### src/source/soc_periph_gpio_pkg.sv
// GPIO bank definitions and the fabric-controller event map
// register offsets, pad struct and event vector positions

package soc_periph_gpio_pkg;

  localparam int BANK_WIDTH = 8;  // pins per bank

  // register offsets inside one bank slot
  typedef enum logic [7:0] {
    GPIO_DIR     = 8'h00,  // 1 = output enable
    GPIO_OUT     = 8'h04,
    GPIO_IN      = 8'h08,  // read only, synchronized pins
    GPIO_INTEN   = 8'h0C,
    GPIO_INTSTAT = 8'h10   // rising edge status, cleared on read
  } gpio_reg_e;

  // pad side of one bank
  typedef struct packed {
    logic [BANK_WIDTH-1:0] out;
    logic [BANK_WIDTH-1:0] oe;
  } gpio_pad_t;

  ////////////////////////////////////////
  // fc event vector
  ////////////////////////////////////////
  localparam int EVENT_WIDTH   = 32;
  localparam int EVT_REF_RISE  = 18;
  localparam int EVT_REF_FALL  = 19;
  localparam int EVT_GPIO_BASE = 21;  // bank k at 21 + k

endpackage

### src/source/soc_periph_bus_pkg.sv
// APB bus definitions for the peripheral block
// widths, slot address map and the request/response structs
// shared by the decoder, the GPIO banks and the return path

package soc_periph_bus_pkg;

  ////////////////////////////////////////
  // apb widths
  ////////////////////////////////////////
  localparam int APB_ADDR_WIDTH = 32;
  localparam int APB_DATA_WIDTH = 32;

  ////////////////////////////////////////
  // address map
  ////////////////////////////////////////
  // paddr[11:8] picks the slot, paddr[7:0] is the register offset
  localparam int SLOT_LSB     = 8;
  localparam int SLOT_WIDTH   = 4;
  localparam int OFFSET_WIDTH = 8;  // offset field, bits above the slot are ignored

  // master -> slave, 67 bits
  typedef struct packed {
    logic [APB_ADDR_WIDTH-1:0] paddr;
    logic [APB_DATA_WIDTH-1:0] pwdata;
    logic                      pwrite;
    logic                      psel;
    logic                      penable;
  } apb_req_t;

  // slave -> master, 34 bits
  typedef struct packed {
    logic [APB_DATA_WIDTH-1:0] prdata;
    logic                      pready;   // zero wait states, always 1
    logic                      pslverr;
  } apb_rsp_t;

endpackage
### src/source/gpio_bank.sv
// one GPIO bank on an APB slot
// dir / out / inten registers, 2-flop input sync, rising edge status
// irq_o stays high while an enabled status bit is set
`timescale 1ns/10ps

module gpio_bank
  import soc_periph_bus_pkg::*;
  import soc_periph_gpio_pkg::*;
(
  input  logic                  clk_i,
  input  logic                  rst_n_i,
  input  apb_req_t              apb_req_i,
  input  logic                  sel_i,      // one-hot bit from the decoder
  output apb_rsp_t              apb_rsp_o,
  input  logic [BANK_WIDTH-1:0] pin_in_i,
  output gpio_pad_t             pad_o,
  output logic                  irq_o
);

  logic [BANK_WIDTH-1:0]       dir_q;
  logic [BANK_WIDTH-1:0]       out_q;
  logic [BANK_WIDTH-1:0]       inten_q;
  logic [BANK_WIDTH-1:0]       stat_q;
  logic [1:0][BANK_WIDTH-1:0]  sync_q;     // [1] is the synchronized value
  logic [BANK_WIDTH-1:0]       prev_q;
  logic [BANK_WIDTH-1:0]       rise;
  gpio_reg_e                   reg_addr;
  logic                        access;
  logic                        wr_en;
  logic                        rd_en;
  logic                        addr_ok;
  logic [APB_DATA_WIDTH-1:0]   rdata;

  ////////////////////////////////////////
  // apb access decode
  ////////////////////////////////////////
  assign access   = sel_i && apb_req_i.psel && apb_req_i.penable;  // access phase only
  assign wr_en    = access && apb_req_i.pwrite;
  assign rd_en    = access && !apb_req_i.pwrite;
  assign reg_addr = gpio_reg_e'(apb_req_i.paddr[OFFSET_WIDTH-1:0]);

  always_comb begin
    rdata   = '0;
    addr_ok = 1'b1;
    case (reg_addr)
      GPIO_DIR:     rdata = APB_DATA_WIDTH'(dir_q);
      GPIO_OUT:     rdata = APB_DATA_WIDTH'(out_q);
      GPIO_IN:      rdata = APB_DATA_WIDTH'(sync_q[1]);
      GPIO_INTEN:   rdata = APB_DATA_WIDTH'(inten_q);
      GPIO_INTSTAT: rdata = APB_DATA_WIDTH'(stat_q);
      default:      addr_ok = 1'b0;  // hole in the map
    endcase
  end

  assign apb_rsp_o.prdata  = rd_en ? rdata : '0;
  assign apb_rsp_o.pready  = 1'b1;  // no wait states
  assign apb_rsp_o.pslverr = access && !addr_ok;

  // control registers, IN and INTSTAT are not writable
  always_ff @(posedge clk_i or negedge rst_n_i) begin
    if (!rst_n_i) begin
      dir_q   <= '0;
      out_q   <= '0;
      inten_q <= '0;
    end else if (wr_en) begin
      case (reg_addr)
        GPIO_DIR:   dir_q   <= apb_req_i.pwdata[BANK_WIDTH-1:0];
        GPIO_OUT:   out_q   <= apb_req_i.pwdata[BANK_WIDTH-1:0];
        GPIO_INTEN: inten_q <= apb_req_i.pwdata[BANK_WIDTH-1:0];
        default: ;  // ignored
      endcase
    end
  end

  ////////////////////////////////////////
  // input sync and edge detect
  ////////////////////////////////////////
  always_ff @(posedge clk_i or negedge rst_n_i) begin
    if (!rst_n_i) begin
      sync_q <= '0;
      prev_q <= '0;
    end else begin
      sync_q[0] <= pin_in_i;
      sync_q[1] <= sync_q[0];
      prev_q    <= sync_q[1];
    end
  end

  assign rise = sync_q[1] & ~prev_q;

  // read clears, but a new edge in the same cycle still lands
  always_ff @(posedge clk_i or negedge rst_n_i) begin
    if (!rst_n_i) begin
      stat_q <= '0;
    end else begin
      stat_q <= ((rd_en && (reg_addr == GPIO_INTSTAT)) ? '0 : stat_q) | rise;
    end
  end

  assign irq_o     = |(stat_q & inten_q);
  assign pad_o.out = out_q;
  assign pad_o.oe  = dir_q;

  // a setup phase on this bank must be followed by a completing access phase
  a_setup_then_ready: assert property (
    @(posedge clk_i) disable iff (!rst_n_i)
    (sel_i && apb_req_i.psel && !apb_req_i.penable)
      |=> (sel_i && apb_req_i.psel && apb_req_i.penable && apb_rsp_o.pready)
  ) else $error("bank setup phase not followed by ready access phase");

endmodule

### config.mk
export PLATFORM = sky130hd
export DESIGN_NAME = gpio_bank
export DESIGN_NICKNAME = d
export VERILOG_FILES = /design/src/source/soc_periph_gpio_pkg.sv /design/src/source/soc_periph_bus_pkg.sv /design/src/source/gpio_bank.sv
export SDC_FILE = /design/constraint.sdc
export NUM_CORES = 1
export LEC_CHECK = 0
export BUFFER_PORTS_ARGS = -buffer_cell sky130_fd_sc_hd__buf_2
export CAP_MARGIN = 40
export CORE_ASPECT_RATIO = 1.2
export CORE_UTILIZATION = 40
export CTS_BUF_LIST = sky130_fd_sc_hd__clkbuf_4
export DETAILED_ROUTE_END_ITERATION = 10
export PLACE_DENSITY = 0.75
export SLEW_MARGIN = 10
export SYNTH_ARGS = -nofsm -noshare
export SYNTH_HDL_FRONTEND = slang
export SYNTH_SLANG_ARGS = --single-unit
### constraint.sdc
create_clock -name clk_i -period 2.49 [get_ports clk_i]
set_input_delay 0 -clock clk_i [delete_from_list [all_inputs] [get_ports clk_i]]
set_output_delay 0 -clock clk_i [all_outputs]
set_load 0.005 [all_outputs]
==> qor.yml <==
global_route:
  grt-ovfl-total: 0
  grt_use_total_pct: 16.9
  grt_pass1_wl_um: 7940
  grt_pass1_vias: 1588
  antenna_found_initial: 0
  grt_max_degree: 32
clock_network:
  cts_root_buf: "clkbuf_4"
  cts_tree: "built"
  cts.sinks: 56
  clock_path_buffers: 2
  cts.reportedPaths.clkPinSlew_ns: 0.15
  postCtsSetupBuffers: 0
  postCtsHoldBufs: 18
  clk_latency_ns: 0.37
  numCtsBuffers: 5
  htreeDepth: 2
  post_cts_resized: 0
routing:
  vias: 1661
  viasPerCell: 4.75
  drtPass1Iterations: 4
  postRouteAntennaNets: 0
  drc: 0
  dr.first_iter.drc_count: 90
  wl_per_cell_um: 14.3
  wl_um: 5000
sta:
  fmax_ghz: 0.612
  fin_skew_ns: 0.0149
  setup_viol: 0
  finalCritPeriodShare_pct: 65.6
  rsz0062_at_grt: "no"
  report.final.slew_viol_count: 0
  period_minus_slack_ns: 1.63
  hold_viol: 0
  whs_ns: 0.131
  slew_headroom_pct: 64.9
  fin_tns_setup_ns: 0
  worst_slew_pin_slew_ns: 0.526
logic_synthesis:
  synthCells: 191
  yosysWarnings: 0
  ys_seq_area_share_pct: 56.7
  syn-mean-instance-area_um2: 12.9
  ys_seq_elements: 56
  ys_types: 26
  syn_area_um2: 2470
cells_and_area:
  drive_above_1_share_pct: 38.4
  num-nets-final: 346
  final_cells: 350
  areaGrowthSynthToFinish_pct: 20.9
  antenna_cells: 0
status:
  status: "finished, final reports clean"
worst_setup_path:
  worstSetupPathType: "in2out"
  critPathMaxFanout: 8
  cp-start-kind: "primary input"
  rr_startpoint: "dir_q[2]"
  end_kind: "output port"
  critPathArrivalTime_ns: 1.63
  required_ns: 2.49
  crit_start: "apb_req_i[36]"
power_and_ir_drop:
  vdd_drop_max_mv: 0.390
  power_density_nw_per_um2: 481
  p_leak_nw: 1.52
  power_mw: 1.44
placed_design:
  dp_hpwl_um: 3510
  io_buffers: 55
  gp_congestion: 0.760
  place_inst: 325
die:
  rows: 31
  die_width_um: 73.8
  die_area_um2: 6500
  core-area_um2: 6010
  die_y_um: 88.1
  ioPinCount: 129
  start_util_pct: 41.1
flow_run:
  maxCapViolations: 0
hold_path:
  hold_class: "in2async"
## final timing paths
path                           endpoint  slack [ns]  cells after the start
max                        apb_rsp_o[2]        0.86                      6
min                           sync_q[6]        0.13                      3
max reg2reg                    dir_q[2]        1.68                      1
min reg2reg                  sync_q[10]        0.35                      0
max in group asynchronous     stat_q[6]        1.70                      3
min in group clk_i            sync_q[6]        0.26                      2
## per-stage QoR
step	utilization [%]	setup slack [ns]	instance area (µm²)
2_1_floorplan	-	0.810	2560
3_3_place_gp	45.9	0.668	2760
3_5_place_dp	45.9	0.627	2760
4_1_cts	49.7	0.853	2990
5_1_grt	49.7	0.769	2990
6_report	49.7	0.855	2990
## layer usage
metal  GRT usage, %  routed length, µm  share of wire [%]  vias up
li1               -                  -                  -      774
met1           22.6               2240                 45      815
met2           27.4               2420                 48       67
met3           3.57                278                5.6        5
met4           5.24                 62                1.2        0
met5              0                  0                  0        -
## area by class of cell
type,instances,area [µm²]
fill,550,3020
sequential,56,1400
multi-input combinational,119,911
timing repair buffer,78,493
tap,82,103
clock buffer,6,45.0
inverter,8,30.0
clock inverter,1,5.00
## worst max-delay path, cell delays in order
cell and delay [ns]:
buf_2 0.09, or3_1 0.47, nor2_1 0.26, nand3_1 0.37, a21oi_1 0.28, buf_2 0.15
## synthesized netlist by cell type
cell type / instances / area [µm²]
mux2_1: 8 / 90.1
nor4_4: 1 / 21.3
buf_2: 1 / 5.00
and4b_1: 1 / 10.0
nand2_1: 8 / 30.0
inv_1: 8 / 30.0
nand3_1: 3 / 15.0
buf_4: 26 / 195
or2_2: 1 / 6.26
clkbuf_1: 3 / 11.3
a21oi_1: 9 / 45.0
mux2_2: 32 / 360
a22o_1: 8 / 70.1
or3_1: 1 / 6.26
nor3b_1: 1 / 7.51
o21ai_0: 1 / 5.00
nor4b_2: 1 / 15.0
conb_1: 2 / 7.51
nand2b_1: 1 / 6.26
and2_1: 1 / 6.26
dfrtp_1: 56 / 1400
nor2_1: 2 / 7.51
buf_1: 1 / 3.75
a22oi_1: 12 / 90.1
nand4_1: 2 / 12.5
nor4_2: 1 / 12.5
## report_power, final
part / switching, mW / internal (mW) / leakage (nW) / total (mW)
Clock: 0.260 / 0.116 / 0.0315 / 0.375
Sequential: 0.0111 / 0.932 / 0.685 / 0.943
Combinational: 0.0623 / 0.0573 / 0.801 / 0.120
Total: 0.333 / 1.11 / 1.52 / 1.44
## registers in the layout, indices dropped and copies added (netlist names)
name / flops
dir_q: 8
inten_q: 8
out_q: 8
prev_q: 8
stat_q: 8
sync_q: 16
## layout by cell type, fill, tap and decap left out, drive strengths merged
master,netlist,layout
nand2b,1,1
nor4,2,2
nand4,2,2
a22oi,12,12
mux2,40,40
inv,8,8
or2,1,1
o21ai,1,1
clkbuf,3,6
nor4b,1,1
or3,1,1
conb,2,25
a21oi,9,9
and2,1,1
a22o,8,8
nand3,3,3
clkinv,0,1
dfrtp,56,56
nor3b,1,1
buf,28,60
nand2,8,8
nor2,2,2
and4b,1,1
dlygate4sd3,0,18
## logic make-up after synthesis
group           after synthesis  share of synthesized area [%]
simple gates                 24                           6.33
flops                        56                           56.7
mux                          40                           18.2
compound gates               30                           8.51
other cells                   2                          0.304
buf+inv                      39                           9.92
Note: power is estimated with default switching activity, not from simulation.
