==> src/source/soc_periph_gpio_pkg.sv <==
// GPIO bank definitions and the fabric-controller event map
// register offsets, pad struct and event vector positions

package soc_periph_gpio_pkg;

  localparam int BANK_WIDTH = 8;  // pins per bank

  // register offsets inside one bank slot
  typedef enum logic [7:0] {
    GPIO_DIR     = 8'h00,  // 1 = output enable
    GPIO_OUT     = 8'h04,
    GPIO_IN      = 8'h08,  // read only, synchronized pins
    GPIO_INTEN   = 8'h0C,
    GPIO_INTSTAT = 8'h10   // rising edge status, cleared on read
  } gpio_reg_e;

  // pad side of one bank
  typedef struct packed {
    logic [BANK_WIDTH-1:0] out;
    logic [BANK_WIDTH-1:0] oe;
  } gpio_pad_t;

  ////////////////////////////////////////
  // fc event vector
  ////////////////////////////////////////
  localparam int EVENT_WIDTH   = 32;
  localparam int EVT_REF_RISE  = 18;
  localparam int EVT_REF_FALL  = 19;
  localparam int EVT_GPIO_BASE = 21;  // bank k at 21 + k

endpackage

==> src/source/soc_periph_bus_pkg.sv <==
// APB bus definitions for the peripheral block
// widths, slot address map and the request/response structs
// shared by the decoder, the GPIO banks and the return path

package soc_periph_bus_pkg;

  ////////////////////////////////////////
  // apb widths
  ////////////////////////////////////////
  localparam int APB_ADDR_WIDTH = 32;
  localparam int APB_DATA_WIDTH = 32;

  ////////////////////////////////////////
  // address map
  ////////////////////////////////////////
  // paddr[11:8] picks the slot, paddr[7:0] is the register offset
  localparam int SLOT_LSB     = 8;
  localparam int SLOT_WIDTH   = 4;
  localparam int OFFSET_WIDTH = 8;  // offset field, bits above the slot are ignored

  // master -> slave, 67 bits
  typedef struct packed {
    logic [APB_ADDR_WIDTH-1:0] paddr;
    logic [APB_DATA_WIDTH-1:0] pwdata;
    logic                      pwrite;
    logic                      psel;
    logic                      penable;
  } apb_req_t;

  // slave -> master, 34 bits
  typedef struct packed {
    logic [APB_DATA_WIDTH-1:0] prdata;
    logic                      pready;   // zero wait states, always 1
    logic                      pslverr;
  } apb_rsp_t;

endpackage
==> src/source/periph_return_path.sv <==
// response merge and fc event assembly
// picks the selected bank's APB response or an error for unmapped slots,
// packs bank irqs and the ref clock edge pulses into the event vector
`timescale 1ns/10ps

module periph_return_path
  import soc_periph_bus_pkg::*;
  import soc_periph_gpio_pkg::*;
#(
  parameter int N_BANKS = 4
) (
  input  logic                         clk_i,
  input  logic                         rst_n_i,
  input  logic                         ref_clk_i,    // slow, async to clk_i
  input  logic       [N_BANKS-1:0]     slot_sel_i,
  input  logic                         unmapped_i,
  input  apb_rsp_t   [N_BANKS-1:0]     bank_rsp_i,
  input  logic       [N_BANKS-1:0]     bank_irq_i,
  output apb_rsp_t                     apb_rsp_o,
  output logic       [EVENT_WIDTH-1:0] fc_events_o
);

  logic [1:0] ref_sync_q;
  logic       ref_prev_q;
  logic       ref_rise;
  logic       ref_fall;

  ////////////////////////////////////////
  // response mux
  ////////////////////////////////////////
  always_comb begin
    apb_rsp_o.prdata  = '0;  // idle answer
    apb_rsp_o.pready  = 1'b1;
    apb_rsp_o.pslverr = 1'b0;
    for (int i = 0; i < N_BANKS; i++) begin
      if (slot_sel_i[i]) begin
        apb_rsp_o = bank_rsp_i[i];
      end
    end
    if (unmapped_i) begin
      apb_rsp_o.pslverr = 1'b1;  // no slave there, prdata stays 0
    end
  end

  ////////////////////////////////////////
  // ref clock edges
  ////////////////////////////////////////
  always_ff @(posedge clk_i or negedge rst_n_i) begin
    if (!rst_n_i) begin
      ref_sync_q <= '0;
      ref_prev_q <= 1'b0;
    end else begin
      ref_sync_q <= {ref_sync_q[0], ref_clk_i};
      ref_prev_q <= ref_sync_q[1];
    end
  end

  assign ref_rise = ref_sync_q[1] & ~ref_prev_q;  // one clk_i cycle wide
  assign ref_fall = ~ref_sync_q[1] & ref_prev_q;

  // unused positions tie to 0
  always_comb begin
    fc_events_o                              = '0;
    fc_events_o[EVT_REF_RISE]                = ref_rise;
    fc_events_o[EVT_REF_FALL]                = ref_fall;
    fc_events_o[EVT_GPIO_BASE +: N_BANKS]    = bank_irq_i;
  end

  // pulses are exclusive and drop after one cycle
  a_ref_pulse: assert property (
    @(posedge clk_i) disable iff (!rst_n_i)
    (ref_rise || ref_fall) |-> !(ref_rise && ref_fall) ##1 !(ref_rise || ref_fall)
  ) else $error("ref clock pulse overlap or longer than one cycle");

endmodule

==> config.mk <==
export PLATFORM = sky130hd
export DESIGN_NAME = periph_return_path
export DESIGN_NICKNAME = d
export VERILOG_FILES = /design/src/source/soc_periph_gpio_pkg.sv /design/src/source/soc_periph_bus_pkg.sv /design/src/source/periph_return_path.sv
export SDC_FILE = /design/constraint.sdc
export NUM_CORES = 1
export LEC_CHECK = 0
export ABC_AREA = 0
export BUFFER_PORTS_ARGS = -buffer_cell sky130_fd_sc_hd__clkbuf_2
export CORE_AREA = 2 2 84 86
export CTS_BUF_LIST = sky130_fd_sc_hd__clkbuf_4
export CTS_CLUSTER_SIZE = 20
export DETAILED_ROUTE_END_ITERATION = 8
export DIE_AREA = 0 0 86 88
export MAX_ROUTING_LAYER = met4
export PLACE_DENSITY = 0.73
export SETUP_SLACK_MARGIN = 0.5
export SKIP_LAST_GASP = 1
export SLEW_MARGIN = 0
export SYNTH_ARGS = -nofsm -noshare
export SYNTH_HDL_FRONTEND = slang
export SYNTH_SLANG_ARGS = --single-unit
==> constraint.sdc <==
create_clock -name clk_i -period 3.6 [get_ports clk_i]
set_input_delay 0.9 -clock clk_i [delete_from_list [all_inputs] [get_ports clk_i]]
set_output_delay 0.9 -clock clk_i [all_outputs]
set_load 0.1 [all_outputs]
==> impl_metrics.tcl, run 1 <==
set metrics [dict create \
    status "finished, final reports clean" \
    max_freq_ghz 0.330 \
    die_x_um 86 \
    dieArea_um2 7570 \
    relSlewSlack_pct 64.1 \
    cts_hold_buf 0 \
    routedWlPerCell_um 13.3 \
    finClkSkew_ns 0.000892 \
    hold_path_class "flop to flop" \
    switchingPower_uw 587 \
    htreeDepth 1 \
    finalHoldViolCount 0 \
    post_cts_buffers 0 \
    seq_area_um2 75.1 \
    rsz0062_at_grt "false" \
    hp-start "ref_sync_q[0]$_DFF_PN0_" \
    rows 30 \
    reg2reg_to "ref_prev_q$_DFF_PN0_" \
    start_kind "primary input" \
    die_y_um 88 \
    final_nets 510 \
    syn_avg_cell_area_um2 8.92 \
    diodes 0 \
    synth_commonest_cells "nor2b_1, buf_4, nand2_1" \
    rrSetupSlack_ns 3.09 \
    synthCells 200 \
    ir_drop_mv 0.169 \
    fin_cells 441 \
    grt_first_pass_wirelength_mm 9.09 \
    holdWs_ns 0.348 \
    avgViaCountPerCell 4.71 \
    yosysWarnings 0 \
    holdPathStages 0 \
    drive_gt1_share_pct 71.5 \
    antenna_found_initial 0 \
    synth.most_common_cell "nor2b_1" \
    clk_pin_slew_worst_paths_ns 0.04 \
    dr.pass1.iters 4 \
    regToRegStartpoint "ref_sync_q[1]$_DFF_PN0_" \
    ant_nets 0 \
    start_util_pct 26.9 \
    min_to "ref_sync_q[1]$_DFF_PN0_" \
    nFillCells 566 \
    finalSetupViolCount 0 \
    area_delta_synth_final_pct 91.4 \
    fin_setup_tns_ns 0 \
    powerDensity_nw_per_um2 279 \
    swShare_pct 61.6 \
    grt_pass1_vias 2023 \
    coreArea_um2 6640 \
    cts_tree "done" \
    first_iter_violations 24 \
    ys_seq_area_share_pct 4.21 \
    ys_seq_elements 3 \
    cts_buffers 3 \
    p_comb_share_pct 88.9 \
    cts_max_path_buffers 2 \
    p_total_uw 953 \
    power.leakage_nw 1.57 \
    crit_arrival_ns 2.13 \
    gp_congestion 0.727 \
    post-route-period-util_pct 84.2 \
    critPathRequiredTime_ns 2.70 \
    wl_mm 5.88 \
    drc 0 \
    cts_resized 0 \
    synth_cell_types 20 \
    synth_largest_area_cell "a221oi_2" \
    period_minus_slack_ns 3.03 \
    gr-total-overflow 0 \
    dp.cells 437 \
    async_reset_ff_share_pct 100 \
    maxSlewViolCount 0 \
    clock-root-buffer "clkbuf_4" \
    crit_path_max_fanout 43 \
    dp_hpwl_mm 5.12 \
    ioPinCount 214 \
    synth_edf_count 0 \
    syn_area_um2 1780 \
    post-route-util_pct 51.4 \
    synth.area.top_cells "a221oi_2, o31ai_2, buf_4" \
    grt_max_degree 44 \
    multi_input_area_um2 1700 \
    power.share.clock_pct 7.3 \
    seq_power_share_pct 3.8 \
    worst_slew_pin_slew_ns 0.541 \
    grt_usage_pct 15.0 \
    synth-main-ff-cell "dfrtp_1" \
    clock_sinks 3 \
    worst_setup_path_end_kind "output pin" \
    p_int_uw 366 \
    max_cap_viol_count 0 \
    vias 2079 \
    reg2regPathDepth 0 \
    synth_top_area_share_pct 25.2 \
    critPathKind "primary input to output pin" \
    clk_latency_ns 0.24 \
    port_buffers 179 \
]
-- state kept, by name, summed over array words and instances (netlist names) --
name / count
ref_sync_q: 2
ref_prev_q: 1
-- power by group through the flow --
stage / registers (mW) / logic, mW / clock network, mW
final: 0.0364 / 0.847 / 0.0691
after global routing: 0.0365 / 0.878 / 0.0765
after CTS: 0.0364 / 0.852 / 0.0703
after detailed placement: 0.0368 / 0.851 / 0
after global placement: 0.0368 / 0.843 / 0
after floorplan: 0.0366 / 0.638 / 0
-- final cells by class --
| type | count | area share (%) |
|---|---|---|
| inverter | 2 | 0.220 |
| tap | 80 | 2.93 |
| sequential | 3 | 2.20 |
| timing repair buffer | 187 | 44.1 |
| clock buffer | 4 | 0.879 |
| multi-input combinational | 165 | 49.7 |
-- kinds of logic after synthesis --
family          Yosys count  synth area share [%]
compound gates           70                  50.4
other cells               1                 0.210
buf+inv                  57                  25.0
flops                     3                  4.21
simple gates             69                  20.1
-- per-stage QoR --
stage	setup WS, ns	area, µm²
6_report	0.570	3410
5_1_grt	0.528	3410
4_1_cts	0.562	3410
3_5_place_dp	0.563	3380
3_3_place_gp	0.584	3380
2_1_floorplan	0.354	2220
-- placed cells by master, fill, tap and decap left out --
master / count
dfrtp_1: 3
clkbuf_4: 4
a221o_1: 1
a221oi_2: 31
a21oi_1: 2
conb_1: 26
a21oi_4: 1
a221oi_4: 1
clkbuf_2: 144
o31ai_4: 33
nand2_1: 32
nor2b_4: 1
buf_4: 6
a221oi_1: 1
inv_1: 2
buf_12: 37
nor2b_1: 36
-- worst max-delay path, stage by stage --
cell and delay [ns]:
clkbuf_2 0.25, buf_12 0.26, nor2b_1 0.18, o31ai_4 0.30, buf_12 0.21
-- layer usage --
metal  up-vias  wire [µm]  global-route usage (%)
met5         -          0                       -
met4         0         82                    3.90
met3        10        510                    2.36
met2       117       3310                    29.3
met1       932       1980                    15.5
li1       1020          -                       -
-- worst max-delay path by stage --
stage | from | end | depth (start not counted)
floorplan | slot_sel_i[1] | apb_rsp_o[10] | 6
global placement | slot_sel_i[2] | apb_rsp_o[23] | 5
detailed placement | slot_sel_i[2] | apb_rsp_o[12] | 5
CTS | slot_sel_i[2] | apb_rsp_o[12] | 5
global route | slot_sel_i[2] | apb_rsp_o[17] | 5
finish | slot_sel_i[2] | apb_rsp_o[12] | 5
Power figures use the tool's default switching activity.
==> inputs of run 2 (changes only) <==
--- a/config.mk
+++ b/config.mk
@@ -7,13 +7,13 @@
 export LEC_CHECK = 0
 export ABC_AREA = 0
 export BUFFER_PORTS_ARGS = -buffer_cell sky130_fd_sc_hd__clkbuf_2
-export CORE_AREA = 2 2 84 86
+export CORE_AREA = 2 2 83 85
 export CTS_BUF_LIST = sky130_fd_sc_hd__clkbuf_4
 export CTS_CLUSTER_SIZE = 20
 export DETAILED_ROUTE_END_ITERATION = 8
-export DIE_AREA = 0 0 86 88
+export DIE_AREA = 0 0 85 87
 export MAX_ROUTING_LAYER = met4
-export PLACE_DENSITY = 0.73
+export PLACE_DENSITY = 0.74
 export SETUP_SLACK_MARGIN = 0.5
 export SKIP_LAST_GASP = 1
 export SLEW_MARGIN = 0
==> constraint.sdc (replaced) <==
create_clock -name clk_i -period 3 [get_ports clk_i]
set_input_delay 0.75 -clock clk_i [delete_from_list [all_inputs] [get_ports clk_i]]
set_output_delay 0.75 -clock clk_i [all_outputs]
set_load 0.1 [all_outputs]
==> run 2 against run 1 <==
Compared with the run above: total power is 21% higher; combinational power grew 22%; sequential power up 20%; die area down 2.3%; routed wire length increased by 0.56%; worst hold slack lost 0.045 ns; final cell count rose by 0.23%; count of clock-buffer cells in the layout is the same; worst setup slack lost 0.18 ns; flip-flop and latch count unchanged; critical path depth grew 1; clock power is 20% higher; largest power group unchanged; highest routed layer unchanged.
==> impl_metrics.tcl, run 2 (synthesis results as in run 1) <==
set metrics [dict create \
    max_cap_viol_count 0 \
    crit_top_cell "buf_12" \
    dp.cells 438 \
    clk_pin_slew_worst_paths_ns 0.04 \
    coreArea_um2 6570 \
    gp_congestion 0.802 \
    regToRegStartpoint "ref_sync_q[1]$_DFF_PN0_" \
    avgViaCountPerCell 4.72 \
    fin_cells 442 \
    finalHoldViolCount 0 \
    first_iter_violations 36 \
    cts_max_path_buffers 2 \
    powerDensity_nw_per_um2 333 \
    htreeDepth 1 \
    dp_hpwl_mm 5.16 \
    post_cts_buffers 0 \
    grt_first_pass_wirelength_mm 9.27 \
    finClkSkew_ns 0.00115 \
    cpMaxStageDelayCell "o31ai_4" \
    clk_latency_ns 0.24 \
    hold_path_class "primary input to async pin" \
    status "finished, final reports clean" \
    die_x_um 85 \
    crit_arrival_ns 1.86 \
    critPathKind "primary input to output pin" \
    power.leakage_nw 1.59 \
    max_stage_delay_ns 0.29 \
    final_common_cell "clkbuf_2" \
    worst_slew_pin_slew_ns 0.555 \
    reg2reg_to "ref_prev_q$_DFF_PN0_" \
    p_total_mw 1.15 \
    fin_setup_tns_ns 0 \
    start_kind "primary input" \
    drc 0 \
    cp-startpoint "slot_sel_i[1]" \
    rsz0062_at_grt "true" \
    grt_pass1_vias 2205 \
    maxSlewViolCount 0 \
    grt_usage_pct 15.4 \
    clock_sinks 3 \
    ioPinCount 214 \
    fin_area_um2 3460 \
    wl_mm 5.92 \
    clock-root-buffer "clkbuf_4" \
    worstSetupEndpoint "apb_rsp_o[19]" \
    reg_top3 "ref_sync_q (2), ref_prev_q (1)" \
    rows 30 \
    dieArea_um2 7400 \
    ir_drop_mv 0.262 \
    largest_register "ref_sync_q" \
    gr-total-overflow 0 \
    period_minus_slack_ns 2.61 \
    grt_max_degree 40 \
    port_buffers 179 \
    final_cell_mix "clkbuf_2, buf_12, nor2b_1" \
    placed_area_um2 3390 \
    worst_setup_path_end_kind "output pin" \
    ant_nets 0 \
    crit_path_max_fanout 18 \
    dr.pass1.iters 4 \
    rrSetupSlack_ns 2.50 \
    vias 2085 \
    nFillCells 557 \
    start_util_pct 27.2 \
    reg2regPathDepth 0 \
    final_nets 511 \
    crit_chain "clkbuf_2 -> nor2b_4 -> buf_12 -> a221oi_2 -> o31ai_4 -> buf_12" \
    cts_tree "done" \
    die_y_um 87 \
    relSlewSlack_pct 63.1 \
    antenna_found_initial 0 \
    post-route-period-util_pct 87.0 \
    finalSetupViolCount 0 \
    critPathRequiredTime_ns 2.25 \
    drive_gt1_share_pct 71.8 \
    max_freq_ghz 0.383 \
    largest_reg_flops 2 \
    cts_buffers 3 \
    area_delta_synth_final_pct 93.8 \
    routedWlPerCell_um 13.4 \
    diodes 0 \
]
## run 2: cell types whose count changed in the layout (fill, tap and decap cells not counted), sizes merged
cell  previous run  this run
buf             43        44
## run 2: worst min-delay path by stage
stage	depth (start not counted)	slack, ns	start	endpoint
6_report	1	0.30	rst_n_i	ref_sync_q[1]$_DFF_PN0_
3_3_place_gp	0	0.34	ref_sync_q[0]$_DFF_PN0_	ref_sync_q[1]$_DFF_PN0_
2_1_floorplan	0	0.33	ref_sync_q[0]$_DFF_PN0_	ref_sync_q[1]$_DFF_PN0_
4_1_cts	1	0.30	rst_n_i	ref_sync_q[1]$_DFF_PN0_
5_1_grt	1	0.30	rst_n_i	ref_sync_q[1]$_DFF_PN0_
3_5_place_dp	0	0.34	ref_sync_q[0]$_DFF_PN0_	ref_sync_q[1]$_DFF_PN0_
## run 2: critical path, delay by kind of cell
kind | cells | cell delay, ns
buf+inv | 3 | 0.52
simple gates | 1 | 0.18
compound gates | 2 | 0.38
## run 2: layer usage
| metal | vias up | global-route usage (%) | wire length [µm] |
|---|---|---|---|
| met5 | - | - | 0 |
| met4 | 0 | 3.17 | 46 |
| met3 | 8 | 3.03 | 516 |
| met2 | 117 | 32.2 | 3510 |
| met1 | 944 | 14.1 | 1840 |
| li1 | 1016 | - | - |
## run 2: layout make-up
class	count	area, µm²	area share [%]
Inverter	2	7.51	0.217
Clock buffer	4	30.0	0.868
Timing Repair Buffer	188	1560	45.0
Sequential cell	3	75.1	2.17
Tap cell	80	100	2.89
Multi-Input combinational cell	165	1690	48.9
## run 2: timing repair
item,in CTS,in global routing
cloned,0,0
endpoints found under the hold margin,0,0
endpoints found under the setup margin,34,34
resized for setup,7,0
hold buffers,0,0
pin swaps,1,0
## run 2: power by group
group | leakage [nW] | internal, mW | switching [mW]
clock | 0.0184 | 0.0590 | 0.0236
sequential | 0.0350 | 0.0427 | 0.000943
combinational | 1.54 | 0.344 | 0.683
## run 2: stage by stage
step	setup slack, ns	hold slack (ns)	utilization, %
detailed placement	0.280	0.344	51.7
global placement	0.312	0.335	51.7
CTS	0.393	0.298	52.6
global route	0.336	0.296	52.6
floorplan	0.0725	0.331	-
finish	0.391	0.303	52.6
==> inputs of run 3 (changes only) <==
--- a/config.mk
+++ b/config.mk
@@ -14,6 +14,7 @@
 export DIE_AREA = 0 0 85 87
 export MAX_ROUTING_LAYER = met4
 export PLACE_DENSITY = 0.74
+export RECOVER_POWER = 50
 export SETUP_SLACK_MARGIN = 0.5
 export SKIP_LAST_GASP = 1
 export SLEW_MARGIN = 0
==> run 3 against run 2 <==
Compared with the run above: routed wire length barely moved; final cell count stayed put; via count rose by 0.14%; first-iteration DRC count unchanged; die area unchanged; cell area shrank 0.98%; count of clock-buffer cells in the layout unchanged; largest cell class unchanged; combinational power about the same; fmax shrank 5.0%; sequential share of layout area is essentially flat; utilization fell by 0.51 points; sequential power barely moved.
==> impl_metrics.tcl, run 3 (synthesis results as in run 1) <==
set metrics [dict create \
    fin_area_um2 3420 \
    diodes 0 \
    relSlewSlack_pct 20.9 \
    fin_setup_tns_ns 0 \
    cp-startpoint "slot_sel_i[1]" \
    grt_first_pass_wirelength_mm 9.27 \
    max_freq_ghz 0.364 \
    cts_hold_buf 0 \
    antenna_found_initial 0 \
    finClkSkew_ns 0.000984 \
    grt_pass1_vias 2205 \
    cts_buffers 3 \
    worst_slew_pin_slew_ns 1.19 \
    clk_latency_ns 0.24 \
    critPathRequiredTime_ns 2.25 \
    power.leakage_nw 1.57 \
    gp_congestion 0.802 \
    first_iter_violations 36 \
    crit_path_max_fanout 16 \
    p_total_mw 1.14 \
    cts_tree "done" \
    hold_path_class "primary input to async pin" \
    largest_register "ref_sync_q" \
    reg_top3 "ref_sync_q (2), ref_prev_q (1)" \
    port_buffers 179 \
    largest_reg_flops 2 \
    crit_arrival_ns 2.00 \
    grt_max_degree 40 \
    maxSlewViolCount 0 \
    drc 0 \
    dieArea_um2 7400 \
    period_minus_slack_ns 2.75 \
    finalSetupViolCount 0 \
    clock-root-buffer "clkbuf_4" \
    critPathKind "primary input to output pin" \
    setup_ws_ns 0.253 \
    avgViaCountPerCell 4.72 \
    routedWlPerCell_um 13.4 \
    gr-total-overflow 0 \
    rows 30 \
    start_util_pct 27.2 \
    wl_mm 5.92 \
    powerDensity_nw_per_um2 334 \
    dr.pass1.iters 4 \
    start_kind "primary input" \
    reg2regPathDepth 0 \
    dp_worst_setup_slack_ns 0.280 \
    ant_nets 0 \
    post-route-period-util_pct 91.6 \
    status "finished, final reports clean" \
    ir_drop_mv 0.261 \
    final_common_cell "clkbuf_2" \
    worst_setup_path_end_kind "output pin" \
    clock_sinks 3 \
    die_x_um 85 \
    finalHoldViolCount 0 \
    htreeDepth 1 \
    vias 2088 \
    max_cap_viol_count 0 \
    placed_area_um2 3390 \
    dp_hpwl_mm 5.16 \
    final_nets 511 \
    drive_gt1_share_pct 71.0 \
    area_delta_synth_final_pct 91.9 \
    grt_usage_pct 15.4 \
    post_cts_buffers 0 \
    ioPinCount 214 \
    clk_pin_slew_worst_paths_ns 0.04 \
    regToRegStartpoint "ref_sync_q[1]$_DFF_PN0_" \
    post-route-util_pct 52.1 \
    rsz0062_at_grt "true" \
    final_cell_mix "clkbuf_2, buf_12, nor2b_1" \
    coreArea_um2 6570 \
    cts_max_path_buffers 2 \
    die_y_um 87 \
]
run 3: area by class of cell:
type                    count  area, µm²
flip-flops and latches      3       75.1
clock buffers               4       30.0
multi-input cells         165       1690
inverters                   2       7.51
fillers                   564       3140
well taps                  80        100
repair buffers            188       1520
run 3: worst max-delay path, stage by stage:
cell      delay [ns]
clkbuf_2        0.12
nor2b_4         0.18
buf_12          0.18
a221oi_2        0.09
o31ai_4         0.18
clkbuf_2        0.49
run 3: final timing paths:
kind	slack, ns	endpoint
max in group asynchronous	2.53	ref_sync_q[0]$_DFF_PN0_
worst min register to register	0.35	ref_sync_q[1]$_DFF_PN0_
worst max register to register	2.50	ref_prev_q$_DFF_PN0_
worst min-delay path	0.32	ref_sync_q[1]$_DFF_PN0_
worst max-delay path	0.25	apb_rsp_o[33]
min in group clk_i	0.35	ref_sync_q[1]$_DFF_PN0_
run 3: where the power goes:
group          total, mW  internal (mW)  switching [mW]
sequential        0.0437         0.0427        0.000928
clock             0.0827         0.0590          0.0236
combinational       1.02          0.336           0.681
run 3: metrics by stage:
step / hold slack [ns] / std cells
6_report: 0.316 / 442
4_1_cts: 0.298 / 442
2_1_floorplan: 0.331 / 225
5_1_grt: 0.317 / 442
3_5_place_dp: 0.344 / 438
3_3_place_gp: 0.335 / 438
run 3: repair_timing:
action	CTS	global route
endpoints found under the setup margin	34	34
pin swaps	1	0
resized for setup	7	0
hold endpoints to repair	0	0
run 3: per-layer routing:
metal,vias to the layer above,wire [µm],track usage (%)
li1,1015,-,-
met1,946,1830,14.1
met2,119,3520,32.2
met3,8,521,3.03
met4,0,46,3.17
met5,-,0,-
